File: src/rtl/neuron_pkg.sv
package neuron_pkg;

    // input stream, four lanes per beat.
    localparam int PARALLEL = 4;
    localparam int DIN_WIDTH = 16;
    localparam int DIN_POINT = 15;

    localparam int WEIGHT_WIDTH = 16;
    localparam int WEIGHT_POINT = 15;
    localparam int WEIGHT_NUMB = 64;

    localparam int BEATS = WEIGHT_NUMB / PARALLEL;
    localparam int BEAT_ADDR_WIDTH = $clog2(BEATS);

    // products land in Q2.30.
    localparam int ACC_WIDTH = 48;
    localparam int ACC_POINT = DIN_POINT + WEIGHT_POINT;

    // two guard bits for the lane sum.
    localparam int SUM_WIDTH = ACC_WIDTH + $clog2(PARALLEL);

    // activation input is Q2.14.
    localparam int ACT_WIDTH = 16;
    localparam int ACT_INT = 2;

    localparam int ACT_OUT_WIDTH = 16;
    localparam int ACT_OUT_POINT = 15;

    typedef enum logic {
        ctrl_idle,
        ctrl_accumulate
    } ctrl_state_t;

    typedef enum logic {
        act_relu,
        act_hard_sigmoid
    } act_func_t;

endpackage

File: src/rtl/neuron_control.sv
`timescale 1ns/10ps

module neuron_control (
    input  logic clk,
    input  logic reset,
    input  logic din_valid,
    input  logic weight_we,
    output logic [neuron_pkg::BEAT_ADDR_WIDTH-1:0] mem_raddr,
    output logic beat_first,
    output logic beat_last,
    output logic mem_we,
    output logic busy
);
    import neuron_pkg::*;

    localparam logic [BEAT_ADDR_WIDTH-1:0] LAST_BEAT = BEAT_ADDR_WIDTH'(BEATS - 1);

    ctrl_state_t state;
    logic [BEAT_ADDR_WIDTH-1:0] beat_count;

    always_ff @(posedge clk) begin
        if (reset) begin
            state <= ctrl_idle;
            beat_count <= '0;
        end else begin
            case (state)
                ctrl_idle: begin
                    if (din_valid) begin
                        state <= ctrl_accumulate;
                        beat_count <= beat_count + 1'b1;
                    end
                end
                ctrl_accumulate: begin
                    if (din_valid) begin
                        if (beat_last) begin
                            // next beat may open a new vector right away.
                            state <= ctrl_idle;
                            beat_count <= '0;
                        end else begin
                            beat_count <= beat_count + 1'b1;
                        end
                    end
                end
                default: begin
                    state <= ctrl_idle;
                    beat_count <= '0;
                end
            endcase
        end
    end

    // weight row for the beat on the bus now.
    assign mem_raddr = beat_count;

    assign beat_first = din_valid && (beat_count == '0);
    assign beat_last = din_valid && (beat_count == LAST_BEAT);

    // writes during a vector are dropped.
    assign mem_we = weight_we && (state == ctrl_idle);

    assign busy = (state == ctrl_accumulate);

endmodule

File: src/rtl/weight_memory.sv
`timescale 1ns/10ps

module weight_memory (
    input  logic clk,
    input  logic mem_we,
    input  logic [neuron_pkg::BEAT_ADDR_WIDTH-1:0] weight_addr,
    input  logic [neuron_pkg::PARALLEL*neuron_pkg::WEIGHT_WIDTH-1:0] weight_data,
    input  logic [neuron_pkg::BEAT_ADDR_WIDTH-1:0] mem_raddr,
    output logic [neuron_pkg::PARALLEL*neuron_pkg::WEIGHT_WIDTH-1:0] weight_word
);
    import neuron_pkg::*;

    // one row per beat, lane 0 in the low bits.
    logic [PARALLEL*WEIGHT_WIDTH-1:0] mem [BEATS];

    always_ff @(posedge clk) begin
        if (mem_we) begin
            mem[weight_addr] <= weight_data;
        end
    end

    // registered read, old data on a same-row write.
    always_ff @(posedge clk) begin
        weight_word <= mem[mem_raddr];
    end

endmodule

File: src/rtl/mac_array.sv
`timescale 1ns/10ps

module mac_array (
    input  logic clk,
    input  logic reset,
    input  logic [neuron_pkg::PARALLEL*neuron_pkg::DIN_WIDTH-1:0] din,
    input  logic din_valid,
    input  logic beat_first,
    input  logic beat_last,
    input  logic signed [neuron_pkg::SUM_WIDTH-1:0] bias,
    input  neuron_pkg::act_func_t act_func,
    input  logic [neuron_pkg::PARALLEL*neuron_pkg::WEIGHT_WIDTH-1:0] weight_word,
    output logic signed [neuron_pkg::SUM_WIDTH-1:0] acc_out,
    output logic acc_valid,
    output logic signed [neuron_pkg::SUM_WIDTH-1:0] acc_bias,
    output neuron_pkg::act_func_t acc_func
);
    import neuron_pkg::*;

    localparam int PROD_WIDTH = DIN_WIDTH + WEIGHT_WIDTH;

    // stage 1, lines up with the weight read.
    logic [PARALLEL*DIN_WIDTH-1:0] din_d;
    logic valid_d;
    logic first_d;
    logic last_d;
    logic signed [SUM_WIDTH-1:0] bias_d;
    act_func_t func_d;

    // stage 2, Q2.30 lane products.
    logic signed [PROD_WIDTH-1:0] prod [PARALLEL];
    logic prod_valid;
    logic prod_first;
    logic prod_last;
    logic signed [SUM_WIDTH-1:0] bias_p;
    act_func_t func_p;

    logic signed [SUM_WIDTH-1:0] lane_sum;

    always_ff @(posedge clk) begin
        if (reset) begin
            valid_d <= 1'b0;
            first_d <= 1'b0;
            last_d <= 1'b0;
            prod_valid <= 1'b0;
            prod_first <= 1'b0;
            prod_last <= 1'b0;
            acc_valid <= 1'b0;
        end else begin
            valid_d <= din_valid;
            first_d <= beat_first;
            last_d <= beat_last;
            prod_valid <= valid_d;
            prod_first <= first_d;
            prod_last <= last_d;
            acc_valid <= prod_valid && prod_last; // final sum is out next cycle.
        end
    end

    always_ff @(posedge clk) begin
        din_d <= din;
        bias_d <= bias;
        func_d <= act_func;
        for (int i = 0; i < PARALLEL; i++) begin
            prod[i] <= $signed(din_d[i*DIN_WIDTH +: DIN_WIDTH])
                     * $signed(weight_word[i*WEIGHT_WIDTH +: WEIGHT_WIDTH]);
        end
        bias_p <= bias_d;
        func_p <= func_d;
    end

    always_comb begin
        lane_sum = '0;
        for (int i = 0; i < PARALLEL; i++) begin
            lane_sum = lane_sum + SUM_WIDTH'(prod[i]);
        end
    end

    // stage 3, accumulate.
    always_ff @(posedge clk) begin
        if (prod_valid) begin
            if (prod_first) begin
                acc_out <= lane_sum; // fresh vector.
                acc_bias <= bias_p;
                acc_func <= func_p;
            end else begin
                acc_out <= acc_out + lane_sum;
            end
        end
    end

endmodule

File: src/rtl/bias_cast.sv
`timescale 1ns/10ps

module bias_cast (
    input  logic clk,
    input  logic reset,
    input  logic signed [neuron_pkg::SUM_WIDTH-1:0] acc_out,
    input  logic acc_valid,
    input  logic signed [neuron_pkg::SUM_WIDTH-1:0] acc_bias,
    input  neuron_pkg::act_func_t acc_func,
    output logic signed [neuron_pkg::ACT_WIDTH-1:0] cast_out,
    output logic cast_valid,
    output neuron_pkg::act_func_t cast_func
);
    import neuron_pkg::*;

    localparam int ACT_POINT = ACT_WIDTH - ACT_INT;
    localparam int DROP = ACC_POINT - ACT_POINT;
    localparam int WIDE = SUM_WIDTH + 1;
    localparam logic signed [WIDE-1:0] CAST_MAX = WIDE'(2 ** (ACT_WIDTH - 1) - 1);
    localparam logic signed [WIDE-1:0] CAST_MIN = WIDE'(-(2 ** (ACT_WIDTH - 1)));

    logic signed [WIDE-1:0] biased;
    logic signed [WIDE-1:0] floored;
    logic signed [ACT_WIDTH-1:0] sat;

    always_comb begin
        biased = WIDE'(acc_out) + WIDE'(acc_bias); // extra bit, no wrap.
        floored = biased >>> DROP; // rounds toward minus infinity.
        if (floored > CAST_MAX) begin
            sat = ACT_WIDTH'(CAST_MAX);
        end else if (floored < CAST_MIN) begin
            sat = ACT_WIDTH'(CAST_MIN);
        end else begin
            sat = ACT_WIDTH'(floored);
        end
    end

    always_ff @(posedge clk) begin
        if (reset) begin
            cast_valid <= 1'b0;
        end else begin
            cast_valid <= acc_valid;
        end
    end

    always_ff @(posedge clk) begin
        if (acc_valid) begin
            cast_out <= sat;
            cast_func <= acc_func;
        end
    end

endmodule

File: src/rtl/activation_unit.sv
`timescale 1ns/10ps

module activation_unit (
    input  logic clk,
    input  logic reset,
    input  logic signed [neuron_pkg::ACT_WIDTH-1:0] cast_out,
    input  logic cast_valid,
    input  neuron_pkg::act_func_t cast_func,
    output logic [neuron_pkg::ACT_OUT_WIDTH-1:0] dout,
    output logic dout_valid
);
    import neuron_pkg::*;

    localparam int ACT_POINT = ACT_WIDTH - ACT_INT;
    localparam int UP = ACT_OUT_POINT - ACT_POINT; // Q2.14 to Q1.15.
    localparam int WIDE = ACT_WIDTH + 2;
    localparam logic signed [WIDE-1:0] OUT_MAX = WIDE'(2 ** ACT_OUT_POINT - 1);
    localparam logic signed [WIDE-1:0] HALF = WIDE'(2 ** (ACT_OUT_POINT - 1));

    logic signed [WIDE-1:0] x;
    logic signed [WIDE-1:0] y;
    logic [ACT_OUT_WIDTH-1:0] result;

    always_comb begin
        x = WIDE'(cast_out);
        if (cast_func == act_hard_sigmoid) begin
            // x/4 + 0.5, the quarter folded into the format shift.
            y = (x >>> (2 - UP)) + HALF;
        end else begin
            y = x <<< UP;
        end
        // relu negatives fall out here too.
        if (y < 0) begin
            result = '0;
        end else if (y > OUT_MAX) begin
            result = ACT_OUT_WIDTH'(OUT_MAX);
        end else begin
            result = ACT_OUT_WIDTH'(y);
        end
    end

    always_ff @(posedge clk) begin
        if (reset) begin
            dout_valid <= 1'b0;
        end else begin
            dout_valid <= cast_valid;
        end
    end

    always_ff @(posedge clk) begin
        if (cast_valid) begin
            dout <= result;
        end
    end

endmodule

File: src/rtl/neuron.sv
`timescale 1ns/10ps

module neuron (
    input  logic clk,
    input  logic reset,
    input  logic [neuron_pkg::PARALLEL*neuron_pkg::DIN_WIDTH-1:0] din,
    input  logic din_valid,
    input  logic signed [neuron_pkg::SUM_WIDTH-1:0] bias,
    input  neuron_pkg::act_func_t act_func,
    input  logic weight_we,
    input  logic [neuron_pkg::BEAT_ADDR_WIDTH-1:0] weight_addr,
    input  logic [neuron_pkg::PARALLEL*neuron_pkg::WEIGHT_WIDTH-1:0] weight_data,
    output logic busy,
    output logic [neuron_pkg::ACT_OUT_WIDTH-1:0] dout,
    output logic dout_valid
);
    import neuron_pkg::*;

    logic [BEAT_ADDR_WIDTH-1:0] mem_raddr;
    logic beat_first;
    logic beat_last;
    logic mem_we;
    logic [PARALLEL*WEIGHT_WIDTH-1:0] weight_word;

    logic signed [SUM_WIDTH-1:0] acc_out;
    logic acc_valid;
    logic signed [SUM_WIDTH-1:0] acc_bias;
    act_func_t acc_func;

    logic signed [ACT_WIDTH-1:0] cast_out;
    logic cast_valid;
    act_func_t cast_func;

    neuron_control u_control (
        .clk        (clk),
        .reset      (reset),
        .din_valid  (din_valid),
        .weight_we  (weight_we),
        .mem_raddr  (mem_raddr),
        .beat_first (beat_first),
        .beat_last  (beat_last),
        .mem_we     (mem_we),
        .busy       (busy)
    );

    weight_memory u_weights (
        .clk         (clk),
        .mem_we      (mem_we),
        .weight_addr (weight_addr),
        .weight_data (weight_data),
        .mem_raddr   (mem_raddr),
        .weight_word (weight_word)
    );

    mac_array u_mac (
        .clk         (clk),
        .reset       (reset),
        .din         (din),
        .din_valid   (din_valid),
        .beat_first  (beat_first),
        .beat_last   (beat_last),
        .bias        (bias),
        .act_func    (act_func),
        .weight_word (weight_word),
        .acc_out     (acc_out),
        .acc_valid   (acc_valid),
        .acc_bias    (acc_bias),
        .acc_func    (acc_func)
    );

    bias_cast u_cast (
        .clk        (clk),
        .reset      (reset),
        .acc_out    (acc_out),
        .acc_valid  (acc_valid),
        .acc_bias   (acc_bias),
        .acc_func   (acc_func),
        .cast_out   (cast_out),
        .cast_valid (cast_valid),
        .cast_func  (cast_func)
    );

    activation_unit u_act (
        .clk        (clk),
        .reset      (reset),
        .cast_out   (cast_out),
        .cast_valid (cast_valid),
        .cast_func  (cast_func),
        .dout       (dout),
        .dout_valid (dout_valid)
    );

endmodule

File: config.mk
export PLATFORM = sky130hd
export DESIGN_NAME = neuron
export DESIGN_NICKNAME = d
export VERILOG_FILES = /design/src/rtl/neuron_pkg.sv /design/src/rtl/neuron_control.sv /design/src/rtl/weight_memory.sv /design/src/rtl/mac_array.sv /design/src/rtl/bias_cast.sv /design/src/rtl/activation_unit.sv /design/src/rtl/neuron.sv
export SDC_FILE = /design/constraint.sdc
export NUM_CORES = 2
export LEC_CHECK = 0
export BUFFER_PORTS_ARGS = -buffer_cell sky130_fd_sc_hd__buf_4
export CAP_MARGIN = 20
export CORE_MARGIN = 4
export CORE_UTILIZATION = 50
export DETAILED_ROUTE_END_ITERATION = 12
export PLACE_DENSITY = 0.62
export SYNTH_ARGS = -nofsm -noshare
export SYNTH_HDL_FRONTEND = slang
export SYNTH_SLANG_ARGS = --single-unit
File: constraint.sdc
create_clock -name clk -period 22 [get_ports clk]
set_clock_uncertainty 0.2 [all_clocks]
set_input_delay 3.3 -clock clk [delete_from_list [all_inputs] [get_ports clk]]
set_output_delay 3.3 -clock clk [all_outputs]
set_load 0.01 [all_outputs]
# Word level (Yosys, flattened, before mapping)
# Memory sizes are Yosys's and may differ from the RTL's. A register that Yosys moved wholly into a read port is not among the register bits.
# Cells that the tools add are included.
[totals]
regBits = 314
ramBits = 1152
input_bits = 187
output_inout_bits = 18
elab_cells = 66
mem_count = 2
[memory_table]
columns = ["name", "depth", "word_bits", "read_ports", "rd_clocked_by_memory_dff", "wr", "line_no", "rtl"]
rows = [
  ["u_weights.mem", 16, 64, 1, 1, 1, "weight_memory.sv:14", "logic [PARALLEL*WEIGHT_WIDTH-1:0] mem [BEATS];"],
  ["u_mac.prod", 4, 32, 4, 0, 4, "mac_array.sv:31", "logic signed [PROD_WIDTH-1:0] prod [PARALLEL];"],
]
[op_classes]
addsub = 7
mul = 4
order_cmp = 4
n_eq_ne = 3
n_mux = 14
bitwise = 1
reduce_logical = 8
[op_table]
columns = ["operator", "count"]
rows = [
  ["16-bit by 16-bit multiplier with 32-bit output", 4],
  ["50-bit by 50-bit adder with 51-bit output", 1],
  ["50-bit by 32-bit adder with 50-bit output", 1],
  ["50-bit adder", 1],
  ["50-bit 2-to-1 mux", 1],
  ["35-bit by 16-bit > comparator with 1-bit output (second input constant)", 1],
  ["35-bit by 16-bit < comparator with 1-bit output (second input constant)", 1],
  ["33-bit by 32-bit adder with 34-bit output", 1],
  ["32-bit by 32-bit adder with 33-bit output", 1],
  ["18-bit by 16-bit > comparator with 1-bit output (second input constant)", 1],
  ["18-bit by 1-bit < comparator with 1-bit output (second input constant)", 1],
  ["18-bit 2-to-1 mux", 1],
  ["15-bit by 16-bit adder with 17-bit output (second input constant)", 1],
  ["16-bit 2-to-1 mux", 1],
  ["15-bit 2-to-1 mux", 1],
  ["4-bit 2-to-1 mux", 3],
  ["4-bit case mux with 2 select lines", 1],
  ["1-bit 2-to-1 mux", 5],
  ["4-bit by 1-bit adder with 4-bit output (second input constant)", 1],
  ["4-bit == test (second input constant)", 1],
  ["1-bit logical AND", 4],
  ["4-bit zero test", 1],
  ["2-bit != test (second input constant)", 2],
  ["2-bit AND reduction", 2],
  ["other kinds (3)", 3],
]

# Logic depth before layout (Yosys ltp)
# An unclocked memory read counts as a cell.
[depth]
word_depth = 6
mapped_depth = 39
mapped_depth_nobuf = 39

# Cells and area by module
# A second synthesis with hierarchy kept.
[unflattened]
hier_cells = 7857
area_unflattened_um2 = 98961.2
[by_module_without_submodules]
columns = ["mod", "n_inst", "cells_per_inst", "area_per_inst_um2", "seq_area_each_um2"]
rows = [
  ["mac_array", 1, 5631, 54574.8, 9058.7],
  ["weight_memory", 1, 1647, 39581.7, 32030.7],
  ["bias_cast", 1, 483, 3762.4, 530.5],
  ["activation_unit", 1, 68, 782.0, 500.5],
  ["neuron_control", 1, 28, 260.2, 100.1],
]

# Worst setup path before layout
# No wires, ideal clock.
[synth_timing]
path_kind = "input port to flip-flop"
from = "input port weight_we"
to = "memory u_weights.mem[2][0] (netlist name) (enable)"
setup_time_ns = 0.565
t_arrival_ns = 8.205
t_required_ns = 21.235
slack_ns = 13.029
path_stages = 3
path_buffers = 0
cell_sequence = "nand2b_1 > or3b_2 > nor3_1"
[synth_between]
elab_chain_len = 3
[synth_lines]
columns = ["element", "line_no", "rtl"]
rows = [
  ["start: declaration", "neuron.sv:10", "input logic weight_we,"],
  ["1-bit logical AND", "neuron_control.sv:59", "assign mem_we = weight_we && (state == ctrl_idle);"],
  ["1-bit 2-to-1 mux", "weight_memory.sv:17", "if (mem_we) begin"],
  ["1-bit 2-to-1 mux (implied by the code)", "weight_memory.sv:18", "mem[weight_addr] <= weight_data;"],
  ["end: declaration", "weight_memory.sv:14", ""],
]
# Every way passes these cells.

==> summary.md <==
| Metric | Value |
|---|---|
| WP buf/inv | 3 |
| Post-CTS Setup Bufs | 0 |
| Hold Crit Class | flip-flop to flip-flop |
| Nets | 9592 |
| Antenna-violating nets left | 0 |
| Sink Count | 1530 |
| Most used flip-flop cell after synthesis | edfxtp_1 |
| Final Setup Violations | 0 |
| Status | completed |
| Post-layout min period | 9140 ps |
| Critical path peak fanout | 5 |
| Total CTS buffers | 164 |
| Startpoint Class | flip-flop |
| First-pass GRT wire length | 372 mm |
| Area Overhead vs Synth | 9.98% |
| Synth Area in Simple Gates | 8.32% |
| Post-synthesis adder-cell area fraction | 28.2% |
| RSZ-0062 raised after global routing | no |
| DRT Wirelength | 236 mm |
| Largest net degree at the start of global routing | 110 |
| Post-synthesis compound-gate area fraction | 5.44% |
| Avg WL per Cell | 22.3 µm |
| Arrival time worst endpoint | 9440 ps |
| Final Cell Area | 0.109 mm² |
| Share of layout cells above drive strength 1 | 11.4% |
| Top Ports | 205 |
| Vias per cell | 5.49 |
| GRT Util Overall | 23.7% |
| Root Driver | clkbuf_16 |
| Reg-to-reg slack, setup | 12860 ps |
| Ys Warns | 0 |
| Rel. slew slack | 30.7% |
| Async S/R FF share, synth | 0% |
| Commonest non-fill, non-tap cell in the layout | inv_1 |
| Post-cts sizing count | 0 |
| Slew Viols, Final | 0 |
| Post-Synth XOR/XNOR Area | 2.30% |
| Synth Cell Area | 0.0988 mm² |
| Syn_area_per_cell | 12.9 µm² |
| Core Util, Final | 55.5% |
| Cell family with most CP delay | compound AO/OA/AOI/OAI gates |
| Clk_lat worst skew | 840 ps |
| Required @ worst endpoint | 22300 ps |
| Overall die height | 453 µm |
| Clk slew on worst S/H paths | 60 ps |
| DRT Pass-1 Iters | 6 |
| Setup TNS | 0 ps |
| Largest family of logic cells by synthesized area | adder cells |
| Most used cell, CP | o21ai_0 |
| Gate Count Post-Synth | 7638 |
| Final Hold Slack | 113 ps |
| Post-Syn Nets | 9404 |
| PortBufs | 204 |
| Post-DP HPWL | 167 mm |
| Via count | 58200 |
| Die ar. | 0.205 mm² |
| Most frequent cells in the layout | inv_1 (1204), edfxtp_1 (1158), fa_1 (1083) |
| Vias in the first global route | 63200 |
| Core Box Area | 0.196 mm² |
| Die X | 453 µm |
| Iteration-0 DRC Markers | 3734 |
| Number of flops mapped to enable cells by yosys | 1158 |
| Synth cell types | 101 |
| GR Overflow Total | 0 |
| Initial antenna violation count | 30 |
| CP Class | flip-flop to flip-flop |
| Crit path max-delay cell type | o21ai_0 |
| Mux cell area share after synthesis | 7.42% |
| GPL Wtd Cong | 0.870 |
| Residual DRC | 0 |
| Hold buffer count at cts | 0 |
| Slew @ Worst Pin | 1040 ps |
| Htree depth | 4 |
| Period utilization | 41.5% |
| Starting Density | 50.5% |
| Slowest stage delay, CP | 640 ps |
| Clock Tree Buf Depth | 3 |
| F_max | 109 MHz |
| Placed cell area | 0.103 mm² |
| Fin. Hold Viols | 0 |
| TritonCTS clock tree | done |
| Synth Register Bits | 1530 |
| Register area share after synthesis | 42.7% |
| Site Rows | 162 |
| Max-cap violation count | 0 |
| Crit path capture type | flip-flop |
## Yosys cell counts (35+ instances only)
library cell / n / area [µm²]
nand3_1: 57 / 285
o21bai_1: 39 / 293
mux4_2: 320 / 7210
nand2_1: 709 / 2660
nor3_1: 47 / 235
a21o_1: 123 / 923
dfxtp_1: 372 / 7450
o21a_1: 35 / 263
inv_1: 1204 / 4520
fa_1: 1083 / 21700
clkbuf_1: 203 / 762
ha_1: 496 / 6210
and2_1: 442 / 2770
xor2_1: 71 / 622
nand2b_1: 86 / 538
nor2_1: 195 / 732
a21oi_1: 207 / 1040
xnor2_1: 188 / 1650
edfxtp_1: 1158 / 34800
o21ai_0: 151 / 756
## cells by family after synthesis
family / Yosys count
flip-flops: 1530
buffers and inverters: 1451
AO/OA/AOI/OAI: 804
other: 1
multiplexers: 331
AND/OR/NAND/NOR: 1683
XOR/XNOR: 259
adder cells (fa/ha/maj): 1579
## metrics by stage
step | std cells | setup slack, ps
2_1_floorplan | 7638 | 13030
3_3_place_gp | 10300 | 13020
3_5_place_dp | 10300 | 13080
4_1_cts | 10600 | 12960
5_1_grt | 10600 | 12170
6_report | 10600 | 12860
## area by class of cell
cell class,instances,area (µm²)
repair buffers,269,2030
fillers,16200,87100
clock inverters,92,1020
clock buffers,216,4350
flip-flops and latches,1530,42200
diodes,8,20.0
inverters,1204,4520
well taps,2624,3280
multi-input cells,4657,51200
## registers in the layout, indices dropped and copies added, names as in the netlist, 4 cells and up
signal                 cells
u_mac.prod               128
u_mac.bias_p              50
u_mac.bias_d              50
u_mac.acc_out             50
u_control.mem_raddr        4
u_weights.mem           1024
u_act.dout                16
u_weights.weight_word     64
u_mac.din_d               64
u_cast.cast_out           16
u_mac.acc_bias            50
## worst reg2reg max path: cells and delay by family (launching register included)
kind            cells  cell delay, ps
buf+inv             3             190
compound gates     19            5090
fa+ha+maj           5            1750
xor+xnor            3             470
flops               1             310
simple gates        6             820
## metal layers
metal	global-route usage, %	share of wire [%]	up-vias
li1	-	-	26100
met1	31.5	42	30100
met2	40.4	50	1533
met3	3.79	5.4	363
met4	6.88	2.7	16
met5	0	0.050	-
## path summary, 6_finish.rpt
| check | start | end | depth (start not counted) |
|---|---|---|---|
| setup / recovery | u_mac.prod[2][1] | u_mac.acc_out[42] | 36 |
| hold / removal | u_mac.bias_d[22] | u_mac.bias_p[22] | 0 |
| setup reg to reg | u_mac.prod[2][1] | u_mac.acc_out[42] | 36 |
| hold reg to reg | u_mac.bias_d[22] | u_mac.bias_p[22] | 0 |
Power is left out: the tool's default activity adds up to more than one toggle a clock period on the data nets, which glitch-free logic cannot reach.
